--- src/coh_config.svh ---
// Sizing macros for the MESI subsystem; include in any file that needs widths or counts
`ifndef COH_CONFIG_SVH
`define COH_CONFIG_SVH

// Processor count, only two are wired in coh_system
`define COH_CPUS 2

// Direct-mapped L1, index is addr[3:2]
`define COH_LINES 4

// Byte address, tag is addr[7:4]
`define COH_ADDR_W 8

// One word per line
`define COH_DATA_W 32

`define COH_MEM_WORDS 64  // L2 words, 256 bytes total

// Cycles from L2 start to ready strobe, at least 2
`define COH_L2_LATENCY 3

`endif

--- src/coh_pkg.sv ---
// Types shared by the caches, bus controller and testbench; import with coh_pkg::*
package coh_pkg;

    // Line state kept per L1 line
    typedef enum logic [1:0] {
        INVALID   = 2'd0,
        SHARED    = 2'd1,
        EXCLUSIVE = 2'd2,
        MODIFIED  = 2'd3
    } mesi_t;

    // Bus command issued by a requesting cache
    typedef enum logic [1:0] {
        BUS_RD   = 2'd0,  // Read for sharing
        BUS_RDX  = 2'd1,  // Read for ownership
        BUS_UPGR = 2'd2,  // Invalidate others, no data
        BUS_WB   = 2'd3   // Dirty victim to L2
    } bus_op_t;

    // Bus controller transaction steps
    typedef enum logic [2:0] {
        BUS_IDLE, BUS_GRANT, BUS_SNOOP, BUS_XFER, BUS_READ_L2, BUS_WRITE_L2, BUS_DONE
    } bus_state_t;

endpackage

--- src/snoop_bus_if.sv ---
// Link between one L1 cache and the bus controller; one instance per CPU in coh_system
`include "coh_config.svh"
`timescale 1ns/100ps

interface snoop_bus_if import coh_pkg::*; ();
    // Request side
    logic                   req;         // Level, held with op and addr until grant_done
    bus_op_t                op;
    logic [`COH_ADDR_W-1:0] addr;
    logic [`COH_DATA_W-1:0] wb_data;     // Victim word for BUS_WB
    logic                   grant_done;  // One cycle, ends the transaction
    logic [`COH_DATA_W-1:0] load_data;   // Valid with grant_done
    logic                   exclusive;   // BUS_RD found no other copy

    // Snoop side, this cache answers for the other requester
    logic                   snoop_valid; // Held until snoop_done
    bus_op_t                snoop_op;
    logic [`COH_ADDR_W-1:0] snoop_addr;
    logic                   snoop_done;  // Pulse one cycle after snoop_valid seen
    logic                   snoop_hit;
    logic                   snoop_dirty;
    logic [`COH_DATA_W-1:0] snoop_data;

    modport cache (
        output req, op, addr, wb_data,
        output snoop_done, snoop_hit, snoop_dirty, snoop_data,
        input  grant_done, load_data, exclusive,
        input  snoop_valid, snoop_op, snoop_addr
    );

    modport bus (
        input  req, op, addr, wb_data,
        input  snoop_done, snoop_hit, snoop_dirty, snoop_data,
        output grant_done, load_data, exclusive,
        output snoop_valid, snoop_op, snoop_addr
    );
endinterface

--- src/l1_dcache.sv ---
// Direct-mapped L1 data cache with MESI lines, miss FSM and snoop responder; one per CPU
`include "coh_config.svh"
`timescale 1ns/100ps

module l1_dcache import coh_pkg::*; (
    input  logic                   CLK,
    input  logic                   reset,
    input  logic                   ren,
    input  logic                   wen,
    input  logic [`COH_ADDR_W-1:0] addr,
    input  logic [`COH_DATA_W-1:0] wdata,
    output logic [`COH_DATA_W-1:0] rdata,
    output logic                   busy,
    output mesi_t                  state,
    snoop_bus_if.cache             bus
);
    localparam int IDX_W = $clog2(`COH_LINES);
    localparam int TAG_W = `COH_ADDR_W - IDX_W - 2;

    typedef enum logic {C_IDLE, C_BUS} miss_state_t;

    logic [TAG_W-1:0]       tag_arr  [`COH_LINES];
    logic [`COH_DATA_W-1:0] data_arr [`COH_LINES];
    mesi_t                  mesi_arr [`COH_LINES];

    miss_state_t            fsm;
    bus_op_t                op_r;
    logic [`COH_ADDR_W-1:0] addr_r;    // Bus address, victim or miss line
    logic                   snp_pend;  // Snoop seen last cycle, answer now

    logic [IDX_W-1:0] idx;
    logic [TAG_W-1:0] tag;
    logic [IDX_W-1:0] sidx;
    logic [TAG_W-1:0] stag;
    logic [IDX_W-1:0] fidx;
    logic [TAG_W-1:0] ftag;
    mesi_t            cur;
    mesi_t            scur;
    logic             req_any;
    logic             tag_hit;
    logic             hit_ok;
    logic             wr_hit;
    logic             fill_en;
    logic             upg_lost;

    // Processor lookup
    assign idx     = addr[IDX_W+1:2];
    assign tag     = addr[`COH_ADDR_W-1:IDX_W+2];
    assign cur     = (tag_arr[idx] == tag) ? mesi_arr[idx] : INVALID;
    assign tag_hit = (cur != INVALID);
    assign req_any = ren | wen;
    // Writes need E or M; snoop cycles stall the CPU so both never touch one line
    assign hit_ok  = tag_hit && !snp_pend && (!wen || cur == EXCLUSIVE || cur == MODIFIED);
    assign wr_hit  = (fsm == C_IDLE) && wen && hit_ok;
    assign busy    = req_any && !((fsm == C_IDLE) && hit_ok);
    assign rdata   = data_arr[idx];
    assign state   = wr_hit ? MODIFIED : cur;  // Result state at completion

    // Snoop lookup, answered straight from the arrays
    assign sidx            = bus.snoop_addr[IDX_W+1:2];
    assign stag            = bus.snoop_addr[`COH_ADDR_W-1:IDX_W+2];
    assign scur            = (tag_arr[sidx] == stag) ? mesi_arr[sidx] : INVALID;
    assign bus.snoop_done  = snp_pend;
    assign bus.snoop_hit   = (scur != INVALID) && (bus.snoop_op != BUS_WB);
    assign bus.snoop_dirty = bus.snoop_hit && (scur == MODIFIED);
    assign bus.snoop_data  = data_arr[sidx];

    // Bus request side
    assign fidx        = addr_r[IDX_W+1:2];
    assign ftag        = addr_r[`COH_ADDR_W-1:IDX_W+2];
    assign bus.req     = (fsm == C_BUS);
    assign bus.op      = op_r;
    assign bus.addr    = addr_r;
    assign bus.wb_data = data_arr[fidx];
    assign fill_en     = bus.req && bus.grant_done && (op_r == BUS_RD || op_r == BUS_RDX);
    // S copy taken away by another writer while waiting for the bus
    assign upg_lost    = (tag_arr[fidx] != ftag) || (mesi_arr[fidx] != SHARED);

    always_ff @(posedge CLK) begin
        if (fill_en) begin
            tag_arr[fidx]  <= ftag;
            data_arr[fidx] <= bus.load_data;
        end else if (wr_hit) begin
            data_arr[idx] <= wdata;
        end
    end

    always_ff @(posedge CLK) begin
        if (reset) begin
            fsm      <= C_IDLE;
            op_r     <= BUS_RD;
            addr_r   <= '0;
            snp_pend <= 1'b0;
            for (int i = 0; i < `COH_LINES; i++) begin
                mesi_arr[i] <= INVALID;
            end
        end else begin
            snp_pend <= bus.snoop_valid && !snp_pend;
            if (snp_pend && bus.snoop_hit) begin
                mesi_arr[sidx] <= (bus.snoop_op == BUS_RD) ? SHARED : INVALID;  // M/E to S, or kill
            end
            case (fsm)
                C_IDLE: begin
                    if (wr_hit) begin
                        mesi_arr[idx] <= MODIFIED;  // Silent E to M
                    end else if (req_any && !hit_ok && !snp_pend) begin
                        fsm    <= C_BUS;
                        addr_r <= addr;
                        if (tag_hit && wen) begin
                            op_r <= BUS_UPGR;                      // Write on S
                        end else if (mesi_arr[idx] == MODIFIED) begin
                            op_r   <= BUS_WB;                      // Dirty victim first
                            addr_r <= {tag_arr[idx], idx, 2'b00};
                        end else begin
                            op_r <= wen ? BUS_RDX : BUS_RD;
                        end
                    end
                end
                C_BUS: begin
                    if (bus.grant_done) begin
                        case (op_r)
                            BUS_WB: begin
                                mesi_arr[fidx] <= INVALID;
                                op_r           <= wen ? BUS_RDX : BUS_RD;  // Now fetch the miss
                                addr_r         <= addr;
                            end
                            BUS_UPGR: begin
                                if (upg_lost) begin
                                    op_r <= BUS_RDX;
                                end else begin
                                    mesi_arr[fidx] <= MODIFIED;
                                    fsm            <= C_IDLE;
                                end
                            end
                            default: begin
                                // Write lands next cycle through the hit path
                                if (op_r == BUS_RDX) mesi_arr[fidx] <= MODIFIED;
                                else mesi_arr[fidx] <= bus.exclusive ? EXCLUSIVE : SHARED;
                                fsm <= C_IDLE;
                            end
                        endcase
                    end
                end
                default: fsm <= C_IDLE;
            endcase
        end
    end

    // Command held steady until the controller finishes it
    a_req_stable: assert property (@(posedge CLK) disable iff (reset)
        bus.req && !bus.grant_done |=> bus.req && $stable(bus.op) && $stable(bus.addr));

    // Supplying a line for BUS_RD leaves no dirty copy here
    a_rd_snoop_clean: assert property (@(posedge CLK) disable iff (reset)
        snp_pend && bus.snoop_hit && bus.snoop_op == BUS_RD
        |=> mesi_arr[$past(sidx)] != MODIFIED);
endmodule

--- src/bus_ctrl.sv ---
// Bus controller that arbitrates two L1 caches, snoops the other cache and routes L2 data; one in coh_system
`include "coh_config.svh"
`timescale 1ns/100ps

module bus_ctrl import coh_pkg::*; (
    input  logic                   CLK,
    input  logic                   reset,
    snoop_bus_if.bus               cache0,
    snoop_bus_if.bus               cache1,
    output logic                   l2_ren,
    output logic                   l2_wen,
    output logic [`COH_ADDR_W-1:0] l2_addr,
    output logic [`COH_DATA_W-1:0] l2_wdata,
    input  logic [`COH_DATA_W-1:0] l2_rdata,
    input  logic                   l2_ready
);
    bus_state_t             state;
    logic                   owner;        // 1 when cache1 holds the bus
    logic                   prio;         // 1 when cache1 wins a tie
    logic                   win;
    logic                   snp_hit_q;
    logic                   snp_dirty_q;  // Data came from the other cache
    logic [`COH_DATA_W-1:0] snp_data_q;

    bus_op_t                req_op;
    logic [`COH_ADDR_W-1:0] req_addr;
    logic [`COH_DATA_W-1:0] req_wb;
    logic                   snp_done;
    logic                   snp_hit;
    logic                   snp_dirty;
    logic [`COH_DATA_W-1:0] snp_data;
    logic [`COH_DATA_W-1:0] load_data;

    assign win = cache1.req && (!cache0.req || prio);

    // Owner's command and the other cache's snoop answer
    assign req_op    = owner ? cache1.op : cache0.op;
    assign req_addr  = owner ? cache1.addr : cache0.addr;
    assign req_wb    = owner ? cache1.wb_data : cache0.wb_data;
    assign snp_done  = owner ? cache0.snoop_done : cache1.snoop_done;
    assign snp_hit   = owner ? cache0.snoop_hit : cache1.snoop_hit;
    assign snp_dirty = owner ? cache0.snoop_dirty : cache1.snoop_dirty;
    assign snp_data  = owner ? cache0.snoop_data : cache1.snoop_data;
    assign load_data = snp_dirty_q ? snp_data_q : l2_rdata;  // Cache to cache beats L2

    assign cache0.grant_done  = (state == BUS_DONE) && !owner;
    assign cache1.grant_done  = (state == BUS_DONE) && owner;
    assign cache0.load_data   = load_data;
    assign cache1.load_data   = load_data;
    assign cache0.exclusive   = (req_op == BUS_RD) && !snp_hit_q;
    assign cache1.exclusive   = (req_op == BUS_RD) && !snp_hit_q;
    assign cache0.snoop_valid = (state == BUS_SNOOP) && owner;
    assign cache1.snoop_valid = (state == BUS_SNOOP) && !owner;
    assign cache0.snoop_op    = req_op;
    assign cache1.snoop_op    = req_op;
    assign cache0.snoop_addr  = req_addr;
    assign cache1.snoop_addr  = req_addr;

    // XFER writes the dirty snooped word back while the requester takes it
    assign l2_ren   = (state == BUS_READ_L2);
    assign l2_wen   = (state == BUS_XFER) || (state == BUS_WRITE_L2);
    assign l2_addr  = req_addr;
    assign l2_wdata = (state == BUS_XFER) ? snp_data_q : req_wb;

    always_ff @(posedge CLK) begin
        if (reset) begin
            state       <= BUS_IDLE;
            owner       <= 1'b0;
            prio        <= 1'b0;
            snp_hit_q   <= 1'b0;
            snp_dirty_q <= 1'b0;
        end else begin
            case (state)
                BUS_IDLE: begin
                    if (cache0.req || cache1.req) begin
                        owner <= win;
                        prio  <= !win;  // Loser goes first next time
                        state <= BUS_GRANT;
                    end
                end
                BUS_GRANT: state <= BUS_SNOOP;
                BUS_SNOOP: begin
                    if (snp_done) begin
                        snp_hit_q   <= snp_hit;
                        snp_dirty_q <= snp_dirty;
                        if (req_op == BUS_WB) state <= BUS_WRITE_L2;
                        else if (snp_dirty) state <= BUS_XFER;      // Keep dirty data even on UPGR
                        else if (req_op == BUS_UPGR) state <= BUS_DONE;
                        else state <= BUS_READ_L2;
                    end
                end
                BUS_XFER, BUS_READ_L2, BUS_WRITE_L2: begin
                    if (l2_ready) state <= BUS_DONE;
                end
                BUS_DONE: state <= BUS_IDLE;
                default:  state <= BUS_IDLE;
            endcase
        end
    end

    always_ff @(posedge CLK) begin
        if (state == BUS_SNOOP && snp_done) snp_data_q <= snp_data;
    end

    // Grant only ends a request that the cache still holds
    a_grant_req0: assert property (@(posedge CLK) disable iff (reset)
        cache0.grant_done |-> cache0.req);
    a_grant_req1: assert property (@(posedge CLK) disable iff (reset)
        cache1.grant_done |-> cache1.req);

    // Dirty answer from a cache must come with a hit
    a_dirty_hit0: assert property (@(posedge CLK) disable iff (reset)
        cache0.snoop_done && cache0.snoop_dirty |-> cache0.snoop_hit);
    a_dirty_hit1: assert property (@(posedge CLK) disable iff (reset)
        cache1.snoop_done && cache1.snoop_dirty |-> cache1.snoop_hit);
endmodule

--- src/l2_mem.sv ---
// L2 backing store with fixed latency, swept to zero after reset; driven by bus_ctrl
`include "coh_config.svh"
`timescale 1ns/100ps

module l2_mem (
    input  logic                   CLK,
    input  logic                   reset,
    input  logic                   ren,
    input  logic                   wen,
    input  logic [`COH_ADDR_W-1:0] addr,
    input  logic [`COH_DATA_W-1:0] wdata,
    output logic [`COH_DATA_W-1:0] rdata,
    output logic                   ready
);
    localparam int WIDX_W = $clog2(`COH_MEM_WORDS);
    localparam int LAT_W  = $clog2(`COH_L2_LATENCY + 1);

    logic [`COH_DATA_W-1:0] mem [`COH_MEM_WORDS];
    logic                   sweeping;   // Clearing one word per cycle
    logic [WIDX_W-1:0]      sweep_idx;
    logic                   active;     // Access in flight
    logic [LAT_W-1:0]       lat_cnt;
    logic                   finish;
    logic [WIDX_W-1:0]      widx;

    assign widx   = addr[WIDX_W+1:2];  // Word address
    assign finish = active && (lat_cnt == LAT_W'(1));

    always_ff @(posedge CLK) begin
        if (reset) begin
            sweeping  <= 1'b1;
            sweep_idx <= '0;
            active    <= 1'b0;
            lat_cnt   <= '0;
            ready     <= 1'b0;
        end else begin
            ready <= finish;
            if (sweeping) begin
                sweep_idx <= sweep_idx + 1'b1;
                if (sweep_idx == WIDX_W'(`COH_MEM_WORDS - 1)) sweeping <= 1'b0;
            end else if (active) begin
                lat_cnt <= lat_cnt - 1'b1;
                if (finish) active <= 1'b0;
            end else if ((ren || wen) && !ready) begin  // Skip the request just answered
                active  <= 1'b1;
                lat_cnt <= LAT_W'(`COH_L2_LATENCY - 1);
            end
        end
    end

    always_ff @(posedge CLK) begin
        if (sweeping) mem[sweep_idx] <= '0;
        else if (finish && wen) mem[widx] <= wdata;
        if (finish && ren) rdata <= mem[widx];  // Held until the next read
    end
endmodule

--- src/coh_system.sv ---
// Two-CPU MESI subsystem top: two L1 caches, bus controller and L2 with per-CPU ports
`include "coh_config.svh"
`timescale 1ns/100ps

module coh_system import coh_pkg::*; (
    input  logic                                    CLK,
    input  logic                                    reset,
    input  logic [`COH_CPUS-1:0]                    cpu_ren,
    input  logic [`COH_CPUS-1:0]                    cpu_wen,
    input  logic [`COH_CPUS-1:0][`COH_ADDR_W-1:0]   cpu_addr,
    input  logic [`COH_CPUS-1:0][`COH_DATA_W-1:0]   cpu_wdata,
    output logic [`COH_CPUS-1:0][`COH_DATA_W-1:0]   cpu_rdata,
    output logic [`COH_CPUS-1:0]                    cpu_busy,
    output mesi_t [`COH_CPUS-1:0]                   cpu_state
);
    logic                   l2_ren;
    logic                   l2_wen;
    logic                   l2_ready;
    logic [`COH_ADDR_W-1:0] l2_addr;
    logic [`COH_DATA_W-1:0] l2_wdata;
    logic [`COH_DATA_W-1:0] l2_rdata;

    snoop_bus_if bus0 ();  // CPU0 cache link
    snoop_bus_if bus1 ();  // CPU1 cache link

    l1_dcache u_cache0 (
        .CLK(CLK), .reset(reset),
        .ren(cpu_ren[0]), .wen(cpu_wen[0]), .addr(cpu_addr[0]), .wdata(cpu_wdata[0]),
        .rdata(cpu_rdata[0]), .busy(cpu_busy[0]), .state(cpu_state[0]),
        .bus(bus0.cache)
    );

    l1_dcache u_cache1 (
        .CLK(CLK), .reset(reset),
        .ren(cpu_ren[1]), .wen(cpu_wen[1]), .addr(cpu_addr[1]), .wdata(cpu_wdata[1]),
        .rdata(cpu_rdata[1]), .busy(cpu_busy[1]), .state(cpu_state[1]),
        .bus(bus1.cache)
    );

    bus_ctrl u_bus_ctrl (
        .CLK(CLK), .reset(reset),
        .cache0(bus0.bus), .cache1(bus1.bus),
        .l2_ren(l2_ren), .l2_wen(l2_wen), .l2_addr(l2_addr), .l2_wdata(l2_wdata),
        .l2_rdata(l2_rdata), .l2_ready(l2_ready)
    );

    l2_mem u_l2 (
        .CLK(CLK), .reset(reset),
        .ren(l2_ren), .wen(l2_wen), .addr(l2_addr), .wdata(l2_wdata),
        .rdata(l2_rdata), .ready(l2_ready)
    );
endmodule

--- config.mk ---
export PLATFORM = sky130hd
export DESIGN_NAME = coh_system
export DESIGN_NICKNAME = d
export VERILOG_FILES = /design/src/coh_pkg.sv /design/src/snoop_bus_if.sv /design/src/l1_dcache.sv /design/src/bus_ctrl.sv /design/src/l2_mem.sv /design/src/coh_system.sv
export VERILOG_INCLUDE_DIRS = /design/src
export SDC_FILE = /design/constraint.sdc
export NUM_CORES = 2
export LEC_CHECK = 0
export ABC_AREA = 1
export BUFFER_PORTS_ARGS = -buffer_cell sky130_fd_sc_hd__buf_2
export CAP_MARGIN = 20
export CORE_MARGIN = 4
export CORE_UTILIZATION = 45
export DETAILED_ROUTE_END_ITERATION = 8
export PLACE_DENSITY = 0.62
export SYNTH_ARGS = -nofsm -noshare
export SYNTH_HDL_FRONTEND = slang
export SYNTH_SLANG_ARGS = --single-unit
--- constraint.sdc ---
create_clock -name CLK -period 9.9 [get_ports CLK]
set_input_delay 0.99 -clock CLK [delete_from_list [all_inputs] [get_ports CLK]]
set_output_delay 0.99 -clock CLK [all_outputs]
set_load 0.01 [all_outputs]
---- Yosys cells after proc, flatten, opt, wreduce, memory -nomap -nowiden ----
Memories as Yosys holds them, arrays and structs flattened. A register that Yosys moved wholly into a read port is not among the register bits.
Index checks and enable logic that the tools add are counted.
storage, ports and cells
  bits in writable memories ............... 2352
  flip-flop bits (word level) ............. 74
  memories kept ........................... 7
  bits in read-only memories .............. 0
  output and inout port bits .............. 70
  logic and storage cells ................. 377
  latch bits .............................. 0
operators by class
  shift operators ......................... 0
  bitwise gates (word level) .............. 11
  divide/modulo/power cells ............... 0
  magnitude comparators ................... 0
  $add $sub $neg .......................... 2
  mux-type cells .......................... 195
  reduce and logical (&&, ||, !) cells .... 95
  multiply operators ...................... 0
  equality and inequality tests ........... 48
memories
  memory             words  width  rd ports  clocked after memory_dff  write ports  line             text
  u_l2.mem           64     32     1         1                         1            l2_mem.sv:18     logic [`COH_DATA_W-1:0] mem [`COH_MEM_WORDS];
  u_cache0.data_arr  4      32     3         1                         1            l1_dcache.sv:23  logic [`COH_DATA_W-1:0] data_arr [`COH_LINES];
  u_cache1.data_arr  4      32     3         1                         1            l1_dcache.sv:23
  u_cache0.tag_arr   4      4      3         1                         1            l1_dcache.sv:22  logic [TAG_W-1:0] tag_arr [`COH_LINES];
  u_cache1.tag_arr   4      4      3         1                         1            l1_dcache.sv:22
  u_cache0.mesi_arr  4      2      3         1                         4            l1_dcache.sv:24  mesi_t mesi_arr [`COH_LINES];
  1 more memories    --     --     --        --                        --           --
operator list
  kind                                                              number
  32-bit 2-to-1 mux                                                 7
  2-bit 2-to-1 mux                                                  55
  8-bit 2-to-1 mux                                                  13
  1-bit 2-to-1 mux                                                  103
  32-bit OR reduction                                               3
  1-bit logical AND                                                 41
  8-bit one-hot mux with 2 select lines                             2
  2-bit == test (second input constant)                             14
  4-bit == test                                                     4
  2-bit one-hot mux with 2 select lines                             4
  2-bit OR reduction                                                8
  3-bit 2-to-1 mux                                                  5
  2-bit by 1-bit != test with 1-bit output (second input constant)  7
  2-bit != test (second input constant)                             7
  1-bit zero test                                                   13
  1-bit logical OR                                                  12
  3-bit != test (second input constant)                             4
  3-bit one-hot mux with 4 select lines                             1
  5-bit AND reduction                                               2
  2-bit nonzero test                                                5
  3-bit == test (second input constant)                             3
  4-bit != test                                                     2
  1-bit OR                                                          8
  1-bit one-hot mux with 2 select lines                             4
  14 further kinds                                                  24

---- Depth between registers and ports, before layout ----
An unclocked memory read counts as a cell.
  depth after elaboration ................. 15
  depth in mapped cells ................... 18
  mapped depth without buffers ............ 16

---- Cells and area by module ----
A second synthesis with hierarchy kept.
second synthesis, totals
  cell total of the unflattened synthesis .. 9661
  area, all modules ....................... 106089.2 sq um
modules (own cells, without submodules)
  module                instances  seq. area each (sq um)  area each (sq um)  cells an instance
  l2_mem                1          62680.1                 83816.6            6900
  l1_dcache (u_cache1)  1          4844.6                  9474.1             1178
  l1_dcache (u_cache0)  1          4844.6                  9337.7             1097
  bus_ctrl              1          1101.1                  3460.8             486

---- Worst setup path after synthesis ----
Ideal clock, no wire load.
  path type ............................... reg-to-reg
  start ................................... register u_bus_ctrl.state[0]
  end ..................................... memory u_l2.mem[28][0] (netlist bit) (enable)
  path buffers ............................ 1
  path slack .............................. 4.432 ns
  stages on the path, launching flop included .. 11
  data required time ...................... 9.398 ns
  data arrival time ....................... 4.966 ns
  cell sequence ........................... dfxtp_1 > inv_2 > nor3_4 > a21oi_1 > or2_4 > nor2_8 > inv_2 > buf_6 > o21ai_4 > inv_2 > nor4_1
between the ends
  longest elaborated chain between the ends .. 8
  elaborated cells between the ends (all ways) .. 10
  classes of those cells .................. eq/ne: 2; mux: 5; reduce/logical: 3
RTL lines
  item                                                                       line            text
  start: declaration                                                         bus_ctrl.sv:17  bus_state_t state;
  start signal: assignment                                                   bus_ctrl.sv:67  state <= BUS_IDLE;
  start signal: assignment                                                   bus_ctrl.sv:78  state <= BUS_GRANT;
  start signal: assignment                                                   bus_ctrl.sv:81  BUS_GRANT: state <= BUS_SNOOP;
  3-bit by 2-bit == test with 1-bit output or 3-bit == test (tied branches)  bus_ctrl.sv:61  assign l2_wen = (state == BUS_XFER) || (state == BUS_WRITE_L2);
  1-bit logical OR *                                                         bus_ctrl.sv:61
  1-bit logical AND *                                                        l2_mem.sv:53    else if (finish && wen) mem[widx] <= wdata;
  1-bit 2-to-1 mux *                                                         l2_mem.sv:53
  1-bit 2-to-1 mux *                                                         l2_mem.sv:52    if (sweeping) mem[sweep_idx] <= '0;
  1-bit 2-to-1 mux (implied by the code) *                                   l2_mem.sv:53
  32-bit OR reduction (no source line)                                       --
  6-bit 2-to-1 mux (no source line) or 1-bit 2-to-1 mux (tied branches)      --
  end: declaration                                                           l2_mem.sv:18
Mark *: on every way between the ends. The rest lies on a longest branch, timed or not.

---- Worst setup path in the final report ----
  start ................................... register u_bus_ctrl.owner
  end ..................................... register u_l2.rdata[3] (read register of u_l2.mem), data pin
between the ends
  longest elaborated chain between the ends .. 1
RTL lines
  item                      line            text
  start: declaration        bus_ctrl.sv:18  logic owner;
  start signal: assignment  bus_ctrl.sv:76  owner <= win;
  8-bit 2-to-1 mux          bus_ctrl.sv:38  assign req_addr = owner ? cache1.addr : cache0.addr;
  end: declaration          l2_mem.sv:12    output logic [`COH_DATA_W-1:0] rdata,
Every way passes these cells.
A chain may end at the register's enable or synchronous reset.

==> reports/qor.csv <==
stage;metric;value;unit
clock_tree;cts_root_buf;clkbuf_16;
power;clkPwrFrac;34.7;%
floorplanning;ios;156;
synth;synth_nets;8837;
sta;rsz0062_at_grt;no;
synth;syn_area_per_cell;11.8;sq um
synth;netlist_area;103000;sq um
finish;drive_gt1_share;9.48;%
power;p_sw;8820;uW
critical_path;cpMaxStageDelayCell;buf_4;
global_routing;grt_util_met3;5.45;%
clock_tree;cts.clk_slew.worst_paths;0.06;ns
synth;ys_ff_latch;2458;
floorplanning;die_h;486;um
global_routing;grt_pass1_vias;69400;
finish;nets;8811;
power;peakVddDrop;246;uV
routing;dr.first_iter.drc_count;9960;
placed_design;io_buffers;151;
critical_path;path_class;reg -> reg;
outcome;status;finished with violations;
placed_design;dpl.hpwl;168000;um
sta;clock_skew;0.0578;ns
sta;max_slew_margin;27.8;%
global_routing;busiest_layer;met2;
synth;synthCells;8749;
synth;yosys_warnings;0;
global_routing;overflow;0;
critical_path;r2r_slack;3.97;ns
critical_path;crit_path_frequent_cell;buf_4;
clock_tree;cts_max_level;5;
global_routing;use_met2;41.2;%
routing;drt-total-wl;324000;um
global_routing;grt.met1_usage;36.1;%
clock_tree;cts_tree;yes;
hold_path;min_to;u_bus_ctrl.state[2];
routing;post-route-drc-count;2;
routing;first_pass_iters;9;
hold_path;min_path_cells;3;
clock_tree;clockBufferDepth;4;
critical_path;critical_path_peak_fanout;100;
floorplanning;rows;175;
synth;synth_top_area_share;70.5;%
critical_path;critPathArrivalTime;6.67;ns
synth;ys.flop_type;edfxtp_1;
global_routing;grt.total_usage;26.4;%
job;cap_violations;0;
power;power_density;237;nW/um^2
synth;synth_edf_count;2416;
critical_path;required;10.64;ns
sta;setup_violations;0;
clock_tree;ctsHoldBuffers;0;
sta;max_slew.worst_pin.slew;1.08;ns
floorplanning;core-area;227000;sq um
power;leakage;0.0368;uW
finish;final_util;50.8;%
critical_path;cpPeakStageDelay;0.86;ns
critical_path;r2r_cells;12;
sta;clock.fmax;169;MHz
floorplanning;die_w;486;um
power;seqPwrFrac;41.9;%
finish;syn_to_final_growth;12.2;%
clock_tree;numCtsBuffers;274;
sta;period_share;59.9;%
global_routing;grt_pass1_wl;464000;um
sta;finalSetupTns;0;ns
global_routing;antenna_found_initial;12;
finish;n_fill_cell;19300;
synth;yosysUniqueCellTypes;47;
critical_path;end_kind;flop;
critical_path;crit_chain;buf_4 > nand2_1 > nand2_4 > buf_4 > buf_4 > buf_4 > o21ai_0 > o22ai_1 > o21ai_0 > o221ai_1 > nand3_1 > nand2_1;
power;p_sw_share;32.2;%
sta;period_needed;5.93;ns
critical_path;r2r-end;u_l2.rdata[3];
floorplanning;start_util;45.2;%
synth;yosys-top-cells-area;edfxtp_1 (70%), o21ai_0 (8.3%), nor2_1 (6.3%), o22ai_1 (3.4%), clkbuf_1 (1.9%);
hold_path;holdCritPathClass;reg -> reg;
outcome;violations;DRC;
global_routing;grt_max_degree;196;
routing;wl_per_cell;27.2;um
sta;maxSlewViolCount;0;
synth;async_flop_share;0;%
sta;report.final.hold_viol_count;0;
power;comb_power_share;23.4;%
routing;via_count;74300;
clock_tree;cts.sinks;2458;
critical_path;cp-start-kind;flop;
synth;yosysTopAreaCell;edfxtp_1;
placed_design;finalWeightedCongestion;0.867;
hold_path;min-delay-start;u_l2.ready;
power;p_int;18600;uW
clock_tree;cts_setup_buffers;0;
routing;ant_nets;0;
routing;vias_per_cell;6.24;
clock_tree;cts_resized;0;
synth;synth_seq_area_share;71.3;%
floorplanning;dieArea;236000;sq um
critical_path;reg2reg_from;u_bus_ctrl.owner;
clock_tree;insertion_delay;0.93;ns
## per-stage QoR
| stage | hold slack (ns) | setup WS, ns | total power, uW | area (sq um) | std cells |
|---|---|---|---|---|---|
| final | 0.506 | 3.97 | 27400 | 116000 | 11900 |
| after floorplan | 0.453 | 4.43 | 15700 | 103000 | 8749 |
| after global placement | 0.466 | 4.08 | 17900 | 107000 | 11400 |
| after CTS | 0.464 | 4.04 | 27400 | 115000 | 11900 |
| after detailed placement | 0.479 | 4.04 | 18000 | 107000 | 11400 |
| after global routing | 0.510 | 3.57 | 28400 | 116000 | 11900 |
## power by group through the flow
stage               registers, uW  logic (uW)  clock network [uW]
detailed placement          11700        6250                   0
global route                11500        6920               10000
global placement            11700        6160                   0
finish                      11500        6430                9510
CTS                         11500        6270                9600
floorplan                   11700        4070                   0
## cells by family (layout without fill, tap and decap cells)
family | count (synthesis) | count (layout) | synth area share [%]
adder cells (fa/ha/maj) | 2 | 2 | 0.0243
buffers and inverters | 866 | 1010 | 3.29
multiplexers | 9 | 9 | 0.0887
XOR/XNOR | 11 | 11 | 0.0936
flip-flops | 2458 | 2458 | 71.3
AO/OA/AOI/OAI | 2894 | 2894 | 15.6
AND/OR/NAND/NOR | 2509 | 2509 | 9.61
other | 0 | 2 | 0
## critical path: cells and delay by family (launching register included)
kind                   cells  cell delay, ns
buffers and inverters      4            2.89
DFF                        1            0.38
AOI/OAI and AO/OA          4            0.85
and+or+nand+nor            4            1.47
## cell usage after synthesis (all sizes together) (12+ instances only)
| master | count |
|---|---|
| nand3b | 12 |
| o211ai | 37 |
| a21oi | 320 |
| nand2 | 527 |
| o22ai | 561 |
| nor3 | 15 |
| nand4 | 18 |
| dfxtp | 42 |
| o21ai | 1715 |
| inv | 210 |
| nor2 | 1724 |
| clkbuf | 534 |
| buf | 118 |
| a31oi | 110 |
| nand3 | 196 |
| o221ai | 135 |
| edfxtp | 2416 |
## cells in the final DEF, fill, tap and decap left out, types with 4 or more instances in the layout
master / synthesis / layout
a21oi_1: 320 / 320
a31oi_1: 110 / 110
buf_12: 0 / 27
buf_2: 76 / 151
buf_4: 8 / 171
bufinv_16: 0 / 14
clkbuf_1: 534 / 52
clkbuf_16: 0 / 281
clkbuf_8: 0 / 4
clkinv_1: 4 / 59
clkinv_2: 0 / 31
dfxtp_1: 42 / 37
dfxtp_2: 0 / 4
edfxtp_1: 2416 / 2416
inv_1: 202 / 163
inv_2: 8 / 43
inv_6: 0 / 5
mux2i_1: 8 / 8
nand2_1: 526 / 524
nand3_1: 195 / 195
nand3b_1: 12 / 12
nand4_1: 14 / 14
nand4_2: 4 / 4
nor2_1: 1723 / 1657
nor2_4: 0 / 66
nor3_1: 13 / 11
nor3b_1: 5 / 5
nor4_2: 0 / 6
o211ai_1: 37 / 37
o21ai_0: 1701 / 1700
o21ai_1: 5 / 4
o21ai_4: 3 / 9
o221ai_1: 135 / 135
o22ai_1: 561 / 561
o32a_1: 9 / 9
xnor2_1: 4 / 4
xor2_1: 7 / 7
## registers in the layout, summed over array words and instances (netlist names), 8 cells and up, named ones only
| register | count |
|---|---|
| u_cache1.mesi_arr | 8 |
| u_l2.rdata | 32 |
| u_l2.mem | 2048 |
| u_cache1.tag_arr | 16 |
| u_cache0.tag_arr | 16 |
| u_cache0.data_arr | 128 |
| u_bus_ctrl.snp_data_q | 32 |
| u_cache1.data_arr | 128 |
| u_cache0.mesi_arr | 8 |
## routing by layer
layer  vias up  wire length (um)
li1      32300                 -
met1     36600            126000
met2      4607            148000
met3       773             36400
met4         6             14000
met5         -               214
## cell type report
class	count	area (sq um)	share of cell area, %
antenna	2	5.00	0.00433
multi-input combinational	5425	26800	23.2
inverter	214	818	0.708
sequential	2458	73400	63.5
tap	3009	3760	3.26
clock buffer	337	7280	6.30
clock inverter	109	880	0.761
timing repair buffer	350	2610	2.26
## worst max-delay path by stage
stage / to / cells past startpoint / slack [ns] / startpoint
floorplan: u_l2.mem[28][0] / 10 / 4.43 / u_bus_ctrl.state[0]
global placement: u_l2.rdata[3] / 12 / 4.08 / u_bus_ctrl.owner
detailed placement: u_l2.rdata[3] / 12 / 4.04 / u_bus_ctrl.owner
CTS: u_l2.rdata[3] / 12 / 4.04 / u_bus_ctrl.owner
global route: u_cache1.mesi_arr[1][0] / 17 / 3.57 / u_bus_ctrl.owner
finish: u_l2.rdata[3] / 12 / 3.97 / u_bus_ctrl.owner
No activity file was read; power rests on OpenSTA's default activity.
